`src/logic/eeprom_pkg.sv`:
```
`default_nettype none

package eeprom_pkg;

    typedef logic [10:0] addr_t;   // byte address, 2048 bytes
    typedef logic [7:0]  byte_t;

    // fixed upper nibble of the control byte
    localparam logic [3:0] DEVICE_CODE = 4'b1010;

    typedef enum logic [3:0] {
        IDLE,
        START,
        CTRL_WR,
        ADDR,
        DATA_WR,
        RESTART,
        CTRL_RD,
        DATA_RD,
        STOP,
        DONE
    } seq_state_t;

    typedef enum logic [1:0] {
        LINE_IDLE,
        LINE_START,
        LINE_BITS,
        LINE_STOP
    } line_state_t;

endpackage

`default_nettype wire

```
`src/logic/eeprom_request.sv`:
```
`timescale 1ns/10ps
`default_nettype none

module eeprom_request (
    input  wire                CLK,
    input  wire                RESET,
    input  wire                wr,
    input  wire                rd,
    input  wire eeprom_pkg::addr_t addr,
    input  wire eeprom_pkg::byte_t wr_data,
    input  wire                busy,
    input  wire                req_taken,
    output logic               req_valid,
    output logic               req_read,
    output eeprom_pkg::addr_t  req_addr,
    output eeprom_pkg::byte_t  req_data
);

    logic capture;

    // only accept when nothing is held and the sequencer is idle
    assign capture = !req_valid && !busy && (wr || rd);

    always_ff @(posedge CLK)
    begin
        if (RESET)
            req_valid <= 1'b0;
        else if (req_taken)
            req_valid <= 1'b0;
        else if (capture)
            req_valid <= 1'b1;
    end

    always_ff @(posedge CLK)
    begin
        if (capture)
        begin
            req_read <= !wr;        // write wins over read
            req_addr <= addr;
            req_data <= wr_data;
        end
    end

endmodule

`default_nettype wire

```
`src/logic/eeprom_sequencer.sv`:
```
`timescale 1ns/10ps
`default_nettype none

module eeprom_sequencer (
    input  wire                CLK,
    input  wire                RESET,
    input  wire                req_valid,
    input  wire                req_read,
    input  wire eeprom_pkg::addr_t req_addr,
    input  wire eeprom_pkg::byte_t req_data,
    input  wire                line_done,
    input  wire eeprom_pkg::byte_t rx_byte,
    output logic               req_taken,
    output logic               busy,
    output logic               line_start,
    output logic               line_stop,
    output logic               line_write,
    output logic               line_read,
    output eeprom_pkg::byte_t  tx_byte,
    output logic               ack,
    output eeprom_pkg::byte_t  rd_data
);

    eeprom_pkg::seq_state_t state;
    eeprom_pkg::seq_state_t after_state;
    logic                   cmd_sent;  // command of this state already issued
    logic                   issue;
    eeprom_pkg::byte_t      rx_hold;

    always_comb
    begin
        case (state)
            eeprom_pkg::START:   after_state = eeprom_pkg::CTRL_WR;
            eeprom_pkg::CTRL_WR: after_state = eeprom_pkg::ADDR;
            eeprom_pkg::ADDR:    after_state = req_read ? eeprom_pkg::RESTART
                                                        : eeprom_pkg::DATA_WR;
            eeprom_pkg::DATA_WR: after_state = eeprom_pkg::STOP;
            eeprom_pkg::RESTART: after_state = eeprom_pkg::CTRL_RD;
            eeprom_pkg::CTRL_RD: after_state = eeprom_pkg::DATA_RD;
            eeprom_pkg::DATA_RD: after_state = eeprom_pkg::STOP;
            eeprom_pkg::STOP:    after_state = eeprom_pkg::DONE;
            default:             after_state = eeprom_pkg::IDLE;
        endcase
    end

    always_ff @(posedge CLK)
    begin
        if (RESET)
        begin
            state    <= eeprom_pkg::IDLE;
            cmd_sent <= 1'b0;
        end
        else
        begin
            case (state)
                eeprom_pkg::IDLE:
                begin
                    cmd_sent <= 1'b0;
                    if (req_valid)
                        state <= eeprom_pkg::START;
                end
                eeprom_pkg::DONE:
                    state <= eeprom_pkg::IDLE;
                default:
                begin
                    if (line_done)
                    begin
                        cmd_sent <= 1'b0;
                        state    <= after_state;
                    end
                    else if (!cmd_sent)
                        cmd_sent <= 1'b1;
                end
            endcase
        end
    end

    // read byte waits here until the stop has gone out
    always_ff @(posedge CLK)
    begin
        if (state == eeprom_pkg::DATA_RD && line_done)
            rx_hold <= rx_byte;
    end

    always_ff @(posedge CLK)
    begin
        if (RESET)
            rd_data <= '0;
        else if (state == eeprom_pkg::STOP && line_done && req_read)
            rd_data <= rx_hold;
    end

    assign issue = (state != eeprom_pkg::IDLE) && (state != eeprom_pkg::DONE) && !cmd_sent;

    assign line_start = issue && (state == eeprom_pkg::START || state == eeprom_pkg::RESTART);
    assign line_stop  = issue && (state == eeprom_pkg::STOP);
    assign line_read  = issue && (state == eeprom_pkg::DATA_RD);
    assign line_write = issue && (state == eeprom_pkg::CTRL_WR || state == eeprom_pkg::ADDR ||
                                  state == eeprom_pkg::DATA_WR || state == eeprom_pkg::CTRL_RD);

    always_comb
    begin
        case (state)
            eeprom_pkg::CTRL_WR: tx_byte = {eeprom_pkg::DEVICE_CODE, req_addr[10:8], 1'b0};
            eeprom_pkg::CTRL_RD: tx_byte = {eeprom_pkg::DEVICE_CODE, req_addr[10:8], 1'b1};
            eeprom_pkg::ADDR:    tx_byte = req_addr[7:0];
            eeprom_pkg::DATA_WR: tx_byte = req_data;
            default:             tx_byte = '0;
        endcase
    end

    assign req_taken = (state == eeprom_pkg::IDLE) && req_valid;
    assign busy      = (state != eeprom_pkg::IDLE);
    assign ack       = (state == eeprom_pkg::DONE);   // one cycle, rd_data valid

endmodule

`default_nettype wire

```
`src/logic/eeprom_serial_line.sv`:
```
`timescale 1ns/10ps
`default_nettype none

module eeprom_serial_line #(
    parameter int QUARTER_CYCLES = 1
) (
    input  wire                CLK,
    input  wire                RESET,
    input  wire                line_start,
    input  wire                line_stop,
    input  wire                line_write,
    input  wire                line_read,
    input  wire eeprom_pkg::byte_t tx_byte,
    input  wire                sda_in,
    output logic               line_done,
    output eeprom_pkg::byte_t  rx_byte,
    output logic               scl,
    output logic               sda_out,
    output logic               sda_oe
);

    localparam int CNT_W = (QUARTER_CYCLES > 1) ? $clog2(QUARTER_CYCLES) : 1;
    localparam logic [CNT_W-1:0] CNT_LAST = CNT_W'(QUARTER_CYCLES - 1);

    eeprom_pkg::line_state_t state;
    logic [CNT_W-1:0]        cnt;
    logic [1:0]              quarter;   // 0,1 scl low; 2,3 scl high
    logic [3:0]              bit_idx;
    logic                    is_read;
    logic                    sda_low;
    logic                    tick;
    logic                    last_bit;
    eeprom_pkg::byte_t       shreg;

    assign tick     = (state != eeprom_pkg::LINE_IDLE) && (cnt == CNT_LAST);
    assign last_bit = (bit_idx == 4'd8);   // ninth clock, ack slot

    always_ff @(posedge CLK)
    begin
        if (RESET)
        begin
            state     <= eeprom_pkg::LINE_IDLE;
            cnt       <= '0;
            quarter   <= 2'd0;
            bit_idx   <= 4'd0;
            is_read   <= 1'b0;
            scl       <= 1'b1;
            sda_low   <= 1'b0;
            line_done <= 1'b0;
        end
        else
        begin
            line_done <= 1'b0;
            if (state == eeprom_pkg::LINE_IDLE)
            begin
                cnt     <= '0;
                quarter <= 2'd0;
                bit_idx <= 4'd0;
                if (line_start || line_stop || line_write || line_read)
                    scl <= 1'b0;
                if (line_start)
                    state <= eeprom_pkg::LINE_START;
                else if (line_stop)
                    state <= eeprom_pkg::LINE_STOP;
                else if (line_write || line_read)
                begin
                    state   <= eeprom_pkg::LINE_BITS;
                    is_read <= line_read;
                end
            end
            else if (tick)
            begin
                cnt     <= '0;
                quarter <= quarter + 2'd1;
                case (quarter)
                    2'd0:   // middle of scl low
                    begin
                        if (state == eeprom_pkg::LINE_START)
                            sda_low <= 1'b0;
                        else if (state == eeprom_pkg::LINE_STOP)
                            sda_low <= 1'b1;
                        else
                            sda_low <= !is_read && !last_bit && !shreg[7];
                    end
                    2'd1:
                        scl <= 1'b1;
                    2'd2:   // middle of scl high
                    begin
                        if (state == eeprom_pkg::LINE_START)
                            sda_low <= 1'b1;
                        else if (state == eeprom_pkg::LINE_STOP)
                            sda_low <= 1'b0;
                    end
                    default:
                    begin
                        if (state == eeprom_pkg::LINE_BITS && !last_bit)
                        begin
                            bit_idx <= bit_idx + 4'd1;
                            scl     <= 1'b0;
                        end
                        else
                        begin
                            state     <= eeprom_pkg::LINE_IDLE;
                            line_done <= 1'b1;
                        end
                    end
                endcase
            end
            else
                cnt <= cnt + 1'b1;
        end
    end

    always_ff @(posedge CLK)
    begin
        if (state == eeprom_pkg::LINE_IDLE && line_write)
            shreg <= tx_byte;
        else if (state == eeprom_pkg::LINE_BITS && tick && quarter == 2'd2 && !last_bit)
            shreg <= {shreg[6:0], sda_in};   // msb out, sample in
        if (state == eeprom_pkg::LINE_BITS && tick && quarter == 2'd3 && last_bit && is_read)
            rx_byte <= shreg;
    end

    // open drain, only ever pulls low
    assign sda_oe  = sda_low;
    assign sda_out = 1'b0;

endmodule

`default_nettype wire

```
`src/logic/eeprom_access.sv`:
```
`timescale 1ns/10ps
`default_nettype none

module eeprom_access #(
    parameter int QUARTER_CYCLES = 1
) (
    input  wire                CLK,
    input  wire                RESET,
    input  wire                wr,
    input  wire                rd,
    input  wire eeprom_pkg::addr_t addr,
    input  wire eeprom_pkg::byte_t wr_data,
    input  wire                sda_in,
    output logic               ack,
    output eeprom_pkg::byte_t  rd_data,
    output logic               scl,
    output logic               sda_out,
    output logic               sda_oe
);

    logic              req_valid;
    logic              req_read;
    logic              req_taken;
    logic              busy;
    eeprom_pkg::addr_t req_addr;
    eeprom_pkg::byte_t req_data;
    logic              line_start;
    logic              line_stop;
    logic              line_write;
    logic              line_read;
    logic              line_done;
    eeprom_pkg::byte_t tx_byte;
    eeprom_pkg::byte_t rx_byte;

    eeprom_request u_request (
        .CLK       (CLK),
        .RESET     (RESET),
        .wr        (wr),
        .rd        (rd),
        .addr      (addr),
        .wr_data   (wr_data),
        .busy      (busy),
        .req_taken (req_taken),
        .req_valid (req_valid),
        .req_read  (req_read),
        .req_addr  (req_addr),
        .req_data  (req_data)
    );

    eeprom_sequencer u_sequencer (
        .CLK        (CLK),
        .RESET      (RESET),
        .req_valid  (req_valid),
        .req_read   (req_read),
        .req_addr   (req_addr),
        .req_data   (req_data),
        .line_done  (line_done),
        .rx_byte    (rx_byte),
        .req_taken  (req_taken),
        .busy       (busy),
        .line_start (line_start),
        .line_stop  (line_stop),
        .line_write (line_write),
        .line_read  (line_read),
        .tx_byte    (tx_byte),
        .ack        (ack),
        .rd_data    (rd_data)
    );

    eeprom_serial_line #(
        .QUARTER_CYCLES (QUARTER_CYCLES)
    ) u_serial_line (
        .CLK        (CLK),
        .RESET      (RESET),
        .line_start (line_start),
        .line_stop  (line_stop),
        .line_write (line_write),
        .line_read  (line_read),
        .tx_byte    (tx_byte),
        .sda_in     (sda_in),
        .line_done  (line_done),
        .rx_byte    (rx_byte),
        .scl        (scl),
        .sda_out    (sda_out),
        .sda_oe     (sda_oe)
    );

endmodule

`default_nettype wire

```
`config.mk`:
```
export PLATFORM = sky130hd
export DESIGN_NAME = eeprom_access
export DESIGN_NICKNAME = d
export VERILOG_FILES = /design/src/logic/eeprom_pkg.sv /design/src/logic/eeprom_request.sv /design/src/logic/eeprom_sequencer.sv /design/src/logic/eeprom_serial_line.sv /design/src/logic/eeprom_access.sv
export SDC_FILE = /design/constraint.sdc
export NUM_CORES = 1
export LEC_CHECK = 0
export BUFFER_PORTS_ARGS = -buffer_cell sky130_fd_sc_hd__buf_2
export CELL_PAD_IN_SITES_DETAIL_PLACEMENT = 1
export CELL_PAD_IN_SITES_GLOBAL_PLACEMENT = 2
export CORE_UTILIZATION = 35
export CTS_CLUSTER_DIAMETER = 60
export DETAILED_ROUTE_END_ITERATION = 8
export PLACE_DENSITY = 0.82
export SYNTH_ARGS = -nofsm -noshare
export SYNTH_HDL_FRONTEND = slang
export SYNTH_HIERARCHICAL = 1
export SYNTH_SLANG_ARGS = --single-unit
export TNS_END_PERCENT = 10
```
`constraint.sdc`:
```
create_clock -name CLK -period 2.4 [get_ports CLK]
set_input_delay 0.24 -clock CLK [delete_from_list [all_inputs] [get_ports CLK]]
set_output_delay 0.24 -clock CLK [all_outputs]
set_load 0.03 [all_outputs]
```
; ---- Word-level counts from Yosys, hierarchy flattened
; Cells that the tools add are included.
; W data, S select, Z words.
[word_totals]
inputBits = 24
register_bits = 71
out_inout_bits = 12
wordCells = 141
[op_classes]
n_reduce_logical = 62
n_eq_ne = 24
bitwise_logic = 6
add_sub_neg = 3
mux = 28
[op_table]
columns = operator, count
row1 = $pmux W8 S4, 1
row2 = $pmux W4 S7, 1
row3 = $logic_and A1 B1 Y1, 23
row4 = $eq A4 B3 Y1 const B, 4
row5 = $mux W8, 2
row6 = $reduce_and A4 Y1, 4
row7 = $mux W2, 7
row8 = $eq A4 B4 Y1 const B, 3
row9 = $mux W1, 11
row10 = $logic_or A1 B1 Y1, 9
row11 = $eq A2 B2 Y1 const B, 4
row12 = $eq A4 B2 Y1 const B, 2
row13 = $mux W4, 2
row14 = $pmux W4 S2, 1
row15 = $reduce_bool A2 Y1, 4
row16 = $reduce_or A2 Y1, 4
row17 = $logic_not A1 Y1, 7
row18 = $ne A2 B1 Y1 const B, 3
row19 = $not A1 Y1, 6
row20 = $pmux W1 S2, 3
row21 = $reduce_bool A3 Y1, 2
row22 = $reduce_or A3 Y1, 2
row23 = $reduce_or A6 Y1, 1
row24 = $add A4 B1 Y4 const B, 1
row25 = 13 further kinds, 16

; ---- Depth between registers and ports, before layout
; Gate-level depths: netlist of the first run.
[depth]
depth_word = 10
ltp_mapped = 8
depth_no_buf = 6

; ---- Modules after synthesis
; Netlist of the first run, hierarchy kept.
[by_module_without_submodules]
columns = mod, cells_per_inst, seq_area_each_um2, area_per_inst_um2, n_inst
row1 = eeprom_serial_line, 119, 740.7, 1375.1, 1
row2 = eeprom_sequencer, 124, 500.5, 1216.2, 1
row3 = eeprom_request, 26, 620.6, 663.1, 1

; ---- Worst setup path before layout of the first run
; Ideal clock, no wire load.
[synth_path]
path_kind = register to register
start = register u_sequencer.state[1]
end = register u_request.req_addr[0] (enable)
stages_incl_launch_ff = 7
required_time_ns = 2.003
setup_slack_ns = 0.119
t_arrival_ns = 1.884
setup_ns = 0.397
period_less_slack_ns = 2.281
n_path_buf = 2
cell_sequence = dfxtp_1 -> buf_6 -> buf_12 -> nor2_2 -> nand2_1 -> o21bai_4 -> nor2_1
[synth_via]
elab_chain_len = 4
[synth_lines]
columns = item, line
row1 = from (decl), eeprom_sequencer.sv:24  ; eeprom_pkg::seq_state_t state;
row2 = from (signal assigned), eeprom_sequencer.sv:50  ; state <= eeprom_pkg::IDLE;
row3 = from (signal assigned), eeprom_sequencer.sv:60  ; state <= eeprom_pkg::START;
row4 = from (signal assigned), eeprom_sequencer.sv:63  ; state <= eeprom_pkg::IDLE;
row5 = $reduce_bool A4 Y1, eeprom_sequencer.sv:113  ; assign busy = (state != eeprom_pkg::IDLE);
row6 = named net busy, eeprom_access.sv:24  ; logic busy;
row7 = $logic_not A1 Y1, eeprom_request.sv:22  ; assign capture = !req_valid && !busy && (wr || rd);
row8 = $logic_and A1 B1 Y1 (2 in a row), eeprom_request.sv:22
row9 = named net u_request.capture, eeprom_request.sv:19  ; logic capture;
row10 = to (signal assigned), eeprom_request.sv:39  ; req_addr <= addr;
row11 = to (decl), eeprom_request.sv:15  ; output eeprom_pkg::addr_t req_addr,
; The timed path passes the listed nets, and every way through them passes these cells.
; A chain may end at the register's enable or synchronous reset.

; ---- Final worst setup path of the first run
[layout_path]
start = register u_sequencer.state[2]
end = register u_serial_line.shreg[0] (data pin)
[layout_via]
elab_chain_len = 7
elab_cells_between_ends = 15
classes_between = eq/ne: 5 / mux: 2 / reduce/logical: 8
[layout_lines]
columns = item, line
row1 = $eq A4 B2 Y1, eeprom_sequencer.sv:98  ; assign line_write = issue && (state == eeprom_pkg::CTRL_WR || state == eeprom_pkg::ADDR ||
row2 = $logic_or A1 B1 Y1 (2 in a row), eeprom_sequencer.sv:98
row3 = $logic_or A1 B1 Y1, eeprom_sequencer.sv:99  ; state == eeprom_pkg::DATA_WR || state == eeprom_pkg::CTRL_RD);
row4 = $logic_and A1 B1 Y1 *, eeprom_sequencer.sv:98
row5 = named net line_write, eeprom_access.sv:29  ; logic line_write;
row6 = $logic_and A1 B1 Y1 *, eeprom_serial_line.sv:116  ; if (state == eeprom_pkg::LINE_IDLE && line_write)
row7 = $mux W8 *, eeprom_serial_line.sv:116
row8 = to (signal assigned), eeprom_serial_line.sv:117  ; shreg <= tx_byte;
row9 = to (signal assigned), eeprom_serial_line.sv:119  ; shreg <= {shreg[6:0], sda_in};
row10 = to (decl), eeprom_serial_line.sv:33  ; eeprom_pkg::byte_t shreg;
; The timed path passes the listed nets; every way through them passes the cells marked *.

==> metrics, run 1 <==
final routed wirelength across all metal layers=approximately 6500 microns; total number of placement rows=34; fill count=around 960; biggest area contributors in the synthesized netlist=sky130_fd_sc_hd__edfxtp_1, sky130_fd_sc_hd__dfxtp_1, sky130_fd_sc_hd__nand2_1; IR drop worst, VDD=roughly 440 uV; mean area per synthesized cell=12.10 sq um; outcome=completed; number of distinct library cells after synthesis=63; worst path bufs/invs=0; setup violation total in the final timing report=0; cts bufs inserted=9; routed len/inst=15.63 microns; Peak Freq=about 530 MHz; final hold vios=0; count of TritonRoute iterations in the first routing pass=6; longest individual stage delay on the worst path=between 0.5 and 0.6 ns; number of buffers inserted by hold repair at cts=0; worst r2r path cells=4; DRC marker count from the first detailed-route iteration=73; sum of negative setup slack=0 ns; overall die width=roughly 100 microns; I/O Pins=36; number of nets with antenna violations after detailed routing=0; sequential-to-total area share from yosys stat=0.5721; pin count of the biggest net entering global routing=22; buffers inserted by post-CTS timing repair=0; clock-pin slew of the registers on the worst-case setup and hold paths=about 0.080 ns; share of the synthesized area in the top cell type=0.4060; count of port buffers added during placement=34; worst setup slack after layout=about 0.50 ns; nature of the critical path startpoint=register; final critical path time including I/O delays and setup=1.899 ns; critical path type=register to register; classification of the worst-slack hold path=input pin to register; ratio of cells with drive above 1 in the final layout=0.2065; n_diodes=0; buffer depth of the longest clock path=2; layout overhead on the synthesized area=11.69%; root buf cell=sky130_fd_sc_hd__clkbuf_8; Worst Hold Depth=1; Commonest cells post-synth=sky130_fd_sc_hd__edfxtp_1, sky130_fd_sc_hd__dfxtp_1, sky130_fd_sc_hd__nand2_1, sky130_fd_sc_hd__a21oi_1, sky130_fd_sc_hd__nor2_1; clock skew after layout=between 0.008 and 0.009 ns; post-detail-place hpwl=roughly 4800 microns; slowest stage cell on the critical path=sky130_fd_sc_hd__or3b_1; via count of the first global-routing pass=2132; Least-Margin Pin Slew=0.6450 ns; source-to-sink clock delay at the later pin of the worst-skew pair=around 0.34 ns; number of register bits inferred by synthesis=71; number of antenna violations at the first check in global routing=0; Max H-tree Level=3; WHS=0.06929 ns; Top delay family on crit path=simple AND/OR/NAND/NOR gates; overall routing resource usage=0.1443; worst slew slack as a fraction of its limit=0.5684; most frequent cell after synthesis=sky130_fd_sc_hd__edfxtp_1; ordered list of cells on the worst path=nor2b_1 > o21a_1 > or3b_1 > mux2_1; DRC violation count after routing=0; worst slack at placement=a little over 0.5 ns; Initial Util=0.3678; vias=between 2000 and 2500; netlist area before placement=3254 sq um; final weighted congestion in routability-driven placement=~0.73; PwrDens=between 900 and 1000 nW/um^2; wire length of the first global-routing pass=10690 microns; nets=336; EDFF count, synth=44; # clock sinks=71; post-synthesis instance total=~270; die span in y=slightly below 100 microns; leakage power total=between 1 and 1.5 nW; share of synthesized flip-flops with an asynchronous set or reset=0; post-detailed-route via-to-cell ratio=around 5.2; Primary FF master, synth=sky130_fd_sc_hd__edfxtp_1; total gr overflow=0; max_cap viols=0; largest driver fanout on the critical path=9; Worst Path Arrival=~2.0 ns; element type at the critical path end=register; Std-Cell Core Area=8848 sq um; total power of the final layout=between 3 and 4 mW; setup repair after global routing missed its margin=no; period utilization=0.7913; Yosys Warn Count=6; Slew Limit Fails=0; post-cts sizing count=0; die area=roughly 9700 sq um; stages on the worst setup path=4; final cell utilization of the core=0.4108; post-synth top area cell=sky130_fd_sc_hd__edfxtp_1; CTS tree=built; worst endpoint required time=approximately 2.5 ns
[sequential cells by signal, indices dropped and copies added (netlist names), 2 cells and up]
| register | count |
|---|---|
| u_request/req_addr | 11 |
| u_request/req_data | 8 |
| u_serial_line/state | 2 |
| u_serial_line/shreg | 8 |
| u_sequencer/rx_hold | 8 |
| u_sequencer/rd_data | 8 |
| u_serial_line/rx_byte | 8 |
| u_serial_line/bit_idx | 4 |
| u_serial_line/quarter | 2 |
| u_sequencer/state | 4 |
[through the flow]
| stage | area (sq um) | instances |
|---|---|---|
| after floorplan | 3258 | 270 |
| final | 3635 | 418 |
| after global placement | 3477 | 403 |
| after detailed placement | 3477 | 403 |
| after global routing | 3635 | 418 |
| after CTS | 3635 | 418 |
[routing by layer]
layer | routed length (microns) | track usage
met1 | 2997 | 0.1795
met2 | 3252 | 0.2459
met3 | 171 | 0.02766
met4 | 111 | 0.06200
met5 | 0 | 0
[final cells by class]
cell class	count	area, sq um	share of cell area
Sequential cell	71	1862	0.5122
Multi-Input combinational cell	172	1216	0.3346
Timing Repair Buffer	41	222.7	0.06127
Clock buffer	13	148.9	0.04096
Tap cell	108	135.1	0.03718
Inverter	11	41.29	0.01136
Clock inverter	2	8.758	0.002410
[worst paths after layout]
check	startpoint	endpoint	slack, ns
max	u_sequencer/state[2]	u_serial_line/shreg[0]	0.50
min	addr[9]	u_request/req_addr[9]	0.07
max reg2reg	u_sequencer/state[2]	u_serial_line/shreg[0]	0.50
min reg2reg	u_serial_line/rx_byte[4]	u_sequencer/rx_hold[4]	0.42
[placed cells by master, fill, tap and decap left out, drive strengths merged, types with 6 or more instances in the layout]
master / n
mux2: 9
edfxtp: 44
o21ai: 9
a21oi: 17
nand2: 25
mux2i: 9
ha: 6
nand3: 8
dfxtp: 27
nand2b: 8
clkbuf: 13
inv: 9
buf: 41
nor2: 15
[report_power, final]
group / total (mW) / switching [mW] / leakage [nW] / internal [mW]
Clock: 0.814 / 0.420 / 0.0809 / 0.395
Combinational: 0.895 / 0.515 / 0.623 / 0.380
Sequential: 1.76 / 0.158 / 0.628 / 1.60
Total: 3.47 / 1.09 / 1.33 / 2.37
[worst register-to-register path, delay by kind of cell (launching register included)]
family / cells / cell delay, ns
AO/OA/AOI/OAI: 1 / 0.19
flip-flops: 1 / 0.35
multiplexers: 1 / 0.38
AND/OR/NAND/NOR: 2 / 0.72
[logic make-up (layout without fill, tap and decap cells)]
logic type / Yosys count / in the layout / synth area share
other: 1 / 2 / 0.001152
xor gates and xnor gates: 2 / 2 / 0.005384
AOI/OAI and AO/OA: 49 / 49 / 0.1042
adders and majority gates: 6 / 6 / 0.02307
muxes: 18 / 18 / 0.05883
buffers and inverters: 27 / 67 / 0.05536
DFF: 71 / 71 / 0.5721
and+or+nand+nor: 95 / 95 / 0.1799
Power figures use the tool's default switching activity.
==> run 2, diff against run 1 <==
==> constraint.sdc (replaced) <==
create_clock -name CLK -period 1.6 [get_ports CLK]
set_input_delay 0.16 -clock CLK [delete_from_list [all_inputs] [get_ports CLK]]
set_output_delay 0.16 -clock CLK [all_outputs]
set_load 0.03 [all_outputs]
==> metrics, run 2 (synthesized netlist as in run 1, its figures left out) <==
worst endpoint required time=1.68 ns (was 2.48 ns); period utilization=1.074 (was 0.7913); largest driver fanout on the critical path=5 (was 9); total gr overflow=0 (unchanged); layout overhead on the synthesized area=28.95% (was 11.69%); critical path type=register to register (unchanged); I/O Pins=36 (unchanged); ratio of cells with drive above 1 in the final layout=0.3230 (was 0.2065); routed len/inst=15.02 microns (was 15.63 microns); CTS tree=built (unchanged); count of TritonRoute iterations in the first routing pass=4 (was 6); leading cell types in the layout, fill and taps excluded=sky130_fd_sc_hd__edfxtp_1, sky130_fd_sc_hd__buf_2, sky130_fd_sc_hd__buf_4 (was sky130_fd_sc_hd__edfxtp_1, sky130_fd_sc_hd__buf_2, sky130_fd_sc_hd__dfxtp_1); post-detail-place hpwl=4883 microns (was 4757 microns); Peak Freq=582.0 MHz (was 526.5 MHz); overall die width=98.43 microns (unchanged); fraction of power spent switching nets=0.3057 (was 0.3153); number of nets with antenna violations after detailed routing=0 (unchanged); # clock sinks=71 (unchanged); final weighted congestion in routability-driven placement=0.7690 (was 0.7263); classification of the worst-slack hold path=input pin to register (unchanged); Least-Margin Pin Slew=0.5727 ns (was 0.6450 ns); wire length of the first global-routing pass=11530 microns (was 10690 microns); clock skew after layout=0.007064 ns (was 0.008968 ns); nets=381 (was 336); most common cell after layout, fill and taps aside=sky130_fd_sc_hd__edfxtp_1 (unchanged); DRC marker count from the first detailed-route iteration=71 (was 73); power share of the clock group=0.228 (was 0.235); Gate power share=0.324 (was 0.258); leakage power total=1.608 nW (was 1.332 nW); net switching power=1.787 mW (was 1.093 mW); Slew Limit Fails=0 (unchanged); via count of the first global-routing pass=2417 (was 2132); setup violation total in the final timing report=9 (was 0); total instance count after detailed placement=425 (was 403); setup repair after global routing missed its margin=yes (was no); buffer depth of the longest clock path=2 (unchanged); DRC violation count after routing=0 (unchanged); WHS=0.09793 ns (was 0.06929 ns); Max H-tree Level=3 (unchanged); pin count of the biggest net entering global routing=21 (was 22); post-layout instance count excluding filler cells=464 (was 418); clock-pin slew of the registers on the worst-case setup and hold paths=0.08 ns (about the same); P_int=4.057 mW (was 2.375 mW); source-to-sink clock delay at the later pin of the worst-skew pair=0.33 ns (was 0.34 ns); count of port buffers added during placement=34 (unchanged); PwrDens=1393 nW/um^2 (was 954.1 nW/um^2); final critical path time including I/O delays and setup=1.718 ns (was 1.899 ns); sequential share of power=0.449 (was 0.507); overall routing resource usage=0.1535 (was 0.1443); final routed wirelength across all metal layers=6971 microns (was 6533 microns); Std-Cell Core Area=8848 sq um (unchanged); Initial Util=0.3678 (unchanged); worst setup slack after layout=-0.1181 ns (was 0.5008 ns); total number of placement rows=34 (unchanged); most flop-heavy register=u_request/req_addr (unchanged); Largest register FFs=11 (unchanged); post-detailed-route via-to-cell ratio=4.950 (was 5.170); Worst Path Arrival=1.80 ns (was 1.98 ns); vias=2297 (was 2161); outcome=finished, violations left (was completed); IR drop worst, VDD=1057 uV (was 435.4 uV); nature of the critical path startpoint=register (unchanged); die span in y=98.43 microns (unchanged); n_diodes=0 (unchanged); violated checks=negative setup slack; final hold vios=0 (unchanged); cts bufs inserted=9 (unchanged); element type at the critical path end=register (unchanged); worst slew slack as a fraction of its limit=0.6127 (was 0.5684); number of antenna violations at the first check in global routing=0 (unchanged); max_cap viols=0 (unchanged); die area=9687 sq um (unchanged); root buf cell=sky130_fd_sc_hd__clkbuf_8 (unchanged)
run 2: path summary, 6_finish.rpt:
kind                                  from                     end  slack (ns)  cells after the start
hold reg to reg   u_serial_line/rx_byte[2]  u_sequencer/rx_hold[2]        0.42                      0
setup / recovery      u_sequencer/state[2]  u_serial_line/shreg[5]       -0.12                      4
hold / removal                          wr      u_request/req_read         0.1                      2
setup reg to reg      u_sequencer/state[2]  u_serial_line/shreg[5]       -0.12                      4
run 2: critical path: stages (launching register included):
cell	delay [ns]
sky130_fd_sc_hd__dfxtp_4	0.39
sky130_fd_sc_hd__nor2b_4	0.15
sky130_fd_sc_hd__o21a_1	0.17
sky130_fd_sc_hd__or3b_4	0.44
sky130_fd_sc_hd__mux2_1	0.32
run 2: per-stage QoR:
stage | total power, mW | worst slack (ns) | area [sq um] | TNS [ns] | util
global placement | 4.210 | -0.2252 | 3687 | -2.057 | 0.4167
finish | 5.844 | -0.1181 | 4197 | -0.8594 | 0.4743
CTS | 5.792 | -0.08695 | 4123 | -0.5968 | 0.4659
detailed placement | 4.287 | -0.3128 | 3687 | -2.849 | 0.4167
global route | 6.186 | -0.1601 | 4197 | -1.330 | 0.4743
floorplan | 3.724 | -0.3079 | 3284 | -5.840 | -
run 2: final cells by class:
| type | count | area (sq um) |
|---|---|---|
| Tap cell | 108 | 135.1 |
| Inverter | 11 | 41.29 |
| Fill cell | 950 | 4652 |
| Multi-Input combinational cell | 173 | 1320 |
| Timing Repair Buffer | 85 | 646.9 |
| Sequential cell | 71 | 1874 |
| Clock buffer | 10 | 127.6 |
| Clock inverter | 6 | 51.30 |
run 2: power groups by stage:
| stage | sequential (mW) | clock (mW) | combinational, mW |
|---|---|---|---|
| after floorplan | 2.60 | 0 | 1.13 |
| after global placement | 2.61 | 0 | 1.60 |
| after detailed placement | 2.64 | 0 | 1.65 |
| after CTS | 2.62 | 1.38 | 1.79 |
| after global routing | 2.66 | 1.46 | 2.07 |
| final | 2.62 | 1.33 | 1.89 |
run 2: timing repair:
action | in CTS | in global routing
pin swaps | 1 | 3
buffers inserted | 2 | 1
gates resized for setup | 18 | 14
hold buffers | 17 | 2
hold endpoints to repair | 17 | 2
gates cloned | 1 | 0
endpoints found under the setup margin | 13 | 50
run 2: layer usage:
metal	up-vias	share of wire	global-route usage
met5	-	0	0
li1	1144	-	-
met2	42	0.50	0.2649
met3	10	0.025	0.02766
met4	0	0.016	0.06200
met1	1101	0.45	0.1909
==> run 3, diff against run 2 <==
--- a/config.mk
+++ b/config.mk
@@ -6,12 +6,10 @@
 export NUM_CORES = 1
 export LEC_CHECK = 0
 export BUFFER_PORTS_ARGS = -buffer_cell sky130_fd_sc_hd__buf_2
-export CELL_PAD_IN_SITES_DETAIL_PLACEMENT = 1
-export CELL_PAD_IN_SITES_GLOBAL_PLACEMENT = 2
-export CORE_UTILIZATION = 35
+export CORE_UTILIZATION = 50
 export CTS_CLUSTER_DIAMETER = 60
 export DETAILED_ROUTE_END_ITERATION = 8
-export PLACE_DENSITY = 0.82
+export PLACE_DENSITY = 0.8
 export SYNTH_ARGS = -nofsm -noshare
 export SYNTH_HDL_FRONTEND = slang
 export SYNTH_HIERARCHICAL = 1
==> metrics, run 3 (synthesized netlist as in run 1, its figures left out) <==
I/O Pins=36 (unchanged); area used by multi-input combinational logic=1335 sq um (was 1320 sq um); setup repair after global routing missed its margin=yes (unchanged); classification of the worst-slack hold path=input pin to register (unchanged); worst endpoint required time=1.69 ns (was 1.68 ns); launch point of the worst path=u_sequencer/state[2] (unchanged); max_cap viols=0 (unchanged); number of antenna violations at the first check in global routing=0 (unchanged); most common cell after layout, fill and taps aside=sky130_fd_sc_hd__edfxtp_1 (unchanged); wire length of the first global-routing pass=10310 microns (was 11530 microns); IR drop worst, VDD=1218 uV (was 1057 uV); ratio of cells with drive above 1 in the final layout=0.3200 (was 0.3230); Initial Util=0.5155 (was 0.3678); via count of the first global-routing pass=2211 (was 2417); overall die width=82.68 microns (was 98.43 microns); Std-Cell Core Area=6314 sq um (was 8848 sq um); cts bufs inserted=9 (unchanged); R2R Path Start=u_sequencer/state[2] (unchanged); most flop-heavy register=u_request/req_addr (unchanged); routed len/inst=15.38 microns (was 15.02 microns); pin count of the biggest net entering global routing=21 (unchanged); Peak Freq=568.9 MHz (was 582.0 MHz); clock skew after layout=0.006709 ns (was 0.007064 ns); wl on met1=2720 microns (was 3171 microns); total number of placement rows=29 (was 34); n_diodes=0 (unchanged); violated checks=negative setup slack (unchanged); final hold vios=0 (unchanged); number of nets with antenna violations after detailed routing=0 (unchanged); wire length on met3=320 microns (was 171 microns); topmost layer with routed signal wires=met4 (unchanged); overall routing resource usage=0.2131 (was 0.1535); die area=6835 sq um (was 9687 sq um); leading cell types in the layout, fill and taps excluded=sky130_fd_sc_hd__edfxtp_1, sky130_fd_sc_hd__buf_2, sky130_fd_sc_hd__nand2_1 (was sky130_fd_sc_hd__edfxtp_1, sky130_fd_sc_hd__buf_2, sky130_fd_sc_hd__buf_4); element type at the critical path end=register (unchanged); sequential cell area=1872 sq um (was 1874 sq um); final critical path time including I/O delays and setup=1.758 ns (was 1.718 ns); sum of negative setup slack=-1.230 ns (was -0.8594 ns); met2 routed wirelength=3399 microns (was 3517 microns); nets=375 (was 381); DRC violation count after routing=0 (unchanged); source-to-sink clock delay at the later pin of the worst-skew pair=0.34 ns (was 0.33 ns); worst setup slack after layout=-0.1579 ns (was -0.1181 ns); final weighted congestion in routability-driven placement=0.8889 (was 0.7690); Worst Path Arrival=1.85 ns (was 1.80 ns); leakage power total=1.583 nW (was 1.608 nW); CTS tree=built (unchanged); post-detail-place hpwl=3995 microns (was 4883 microns); total gr overflow=0 (unchanged); die span in y=82.68 microns (was 98.43 microns); worst min-delay path startpoint=wr (unchanged); largest driver fanout on the critical path=6 (was 5); outcome=finished, violations left (unchanged); setup violation total in the final timing report=10 (was 9); WHS=0.1183 ns (was 0.09793 ns); buffer depth of the longest clock path=2 (unchanged); # clock sinks=71 (unchanged); PwrDens=1403 nW/um^2 (was 1393 nW/um^2); root buf cell=sky130_fd_sc_hd__clkbuf_8 (unchanged); fill count=452 (was 950); Max H-tree Level=3 (unchanged); critical path type=register to register (unchanged); count of TritonRoute iterations in the first routing pass=4 (unchanged); Slew Limit Fails=0 (unchanged); Least-Margin Pin Slew=0.6150 ns (was 0.5727 ns); post-detailed-route via-to-cell ratio=5.398 (was 4.950); nature of the critical path startpoint=register (unchanged); count of port buffers added during placement=34 (unchanged); period utilization=1.099 (was 1.074); vias=2305 (was 2297); total instance count after detailed placement=391 (was 425); layout overhead on the synthesized area=26.72% (was 28.95%); DRC marker count from the first detailed-route iteration=182 (was 71); post-layout instance count excluding filler cells=427 (was 464); clock-pin slew of the registers on the worst-case setup and hold paths=0.07 ns (was 0.08 ns); final routed wirelength across all metal layers=6566 microns (was 6971 microns); Largest register FFs=11 (unchanged); worst slew slack as a fraction of its limit=0.5841 (was 0.6127)
-- run 3: metal layers --
| layer | vias up | global-route usage |
|---|---|---|
| met5 | - | 0 |
| met3 | 12 | 0.06484 |
| met2 | 70 | 0.3672 |
| met1 | 1092 | 0.2399 |
| met4 | 0 | 0.1000 |
| li1 | 1131 | - |
-- run 3: timing repair --
item,CTS,global route
endpoints found under the setup margin,13,42
gates cloned,1,0
hold buffers,19,0
hold endpoints to repair,19,0
buffers inserted,0,0
pin swaps,1,2
resized for setup,19,11
-- run 3: per-stage QoR --
| stage | worst slack (ns) | power (mW) | area (sq um) | util |
|---|---|---|---|---|
| 2_1_floorplan | -0.3079 | 3.724 | 3284 | - |
| 3_3_place_gp | -0.2364 | 4.174 | 3638 | 0.5763 |
| 3_5_place_dp | -0.2747 | 4.230 | 3638 | 0.5763 |
| 4_1_cts | -0.1179 | 5.684 | 4085 | 0.6470 |
| 5_1_grt | -0.2234 | 6.105 | 4124 | 0.6532 |
| 6_report | -0.1579 | 5.786 | 4124 | 0.6532 |
-- run 3: critical path, stage by stage (launching register included) --
cell                      delay, ns
sky130_fd_sc_hd__dfxtp_4       0.40
sky130_fd_sc_hd__nor2b_4       0.17
sky130_fd_sc_hd__o21a_1        0.16
sky130_fd_sc_hd__or3b_4        0.45
sky130_fd_sc_hd__mux2_4        0.32
-- run 3: path summary, 6_finish.rpt --
path,endpoint,slack (ns),cells after the start
min reg2reg,u_sequencer/rx_hold[7],0.42,0
max reg2reg,u_serial_line/shreg[3],-0.16,4
max,u_serial_line/shreg[3],-0.16,4
min,u_request/req_read,0.12,2
-- run 3: report_power, final --
| part | total, mW | leakage [nW] | switching, mW | internal, mW |
|---|---|---|---|---|
| Sequential | 2.63 | 0.630 | 0.224 | 2.41 |
| Combinational | 1.89 | 0.863 | 0.939 | 0.952 |
| Clock | 1.26 | 0.0898 | 0.626 | 0.637 |
| Total | 5.79 | 1.58 | 1.79 | 4.00 |
-- run 3: final cells by class --
class,count,area share
inverters,11,0.01001
flip-flops and latches,71,0.4539
well taps,77,0.02336
multi-input cells,173,0.3237
clock inverters,4,0.005158
clock buffers,12,0.03762
repair buffers,79,0.1462
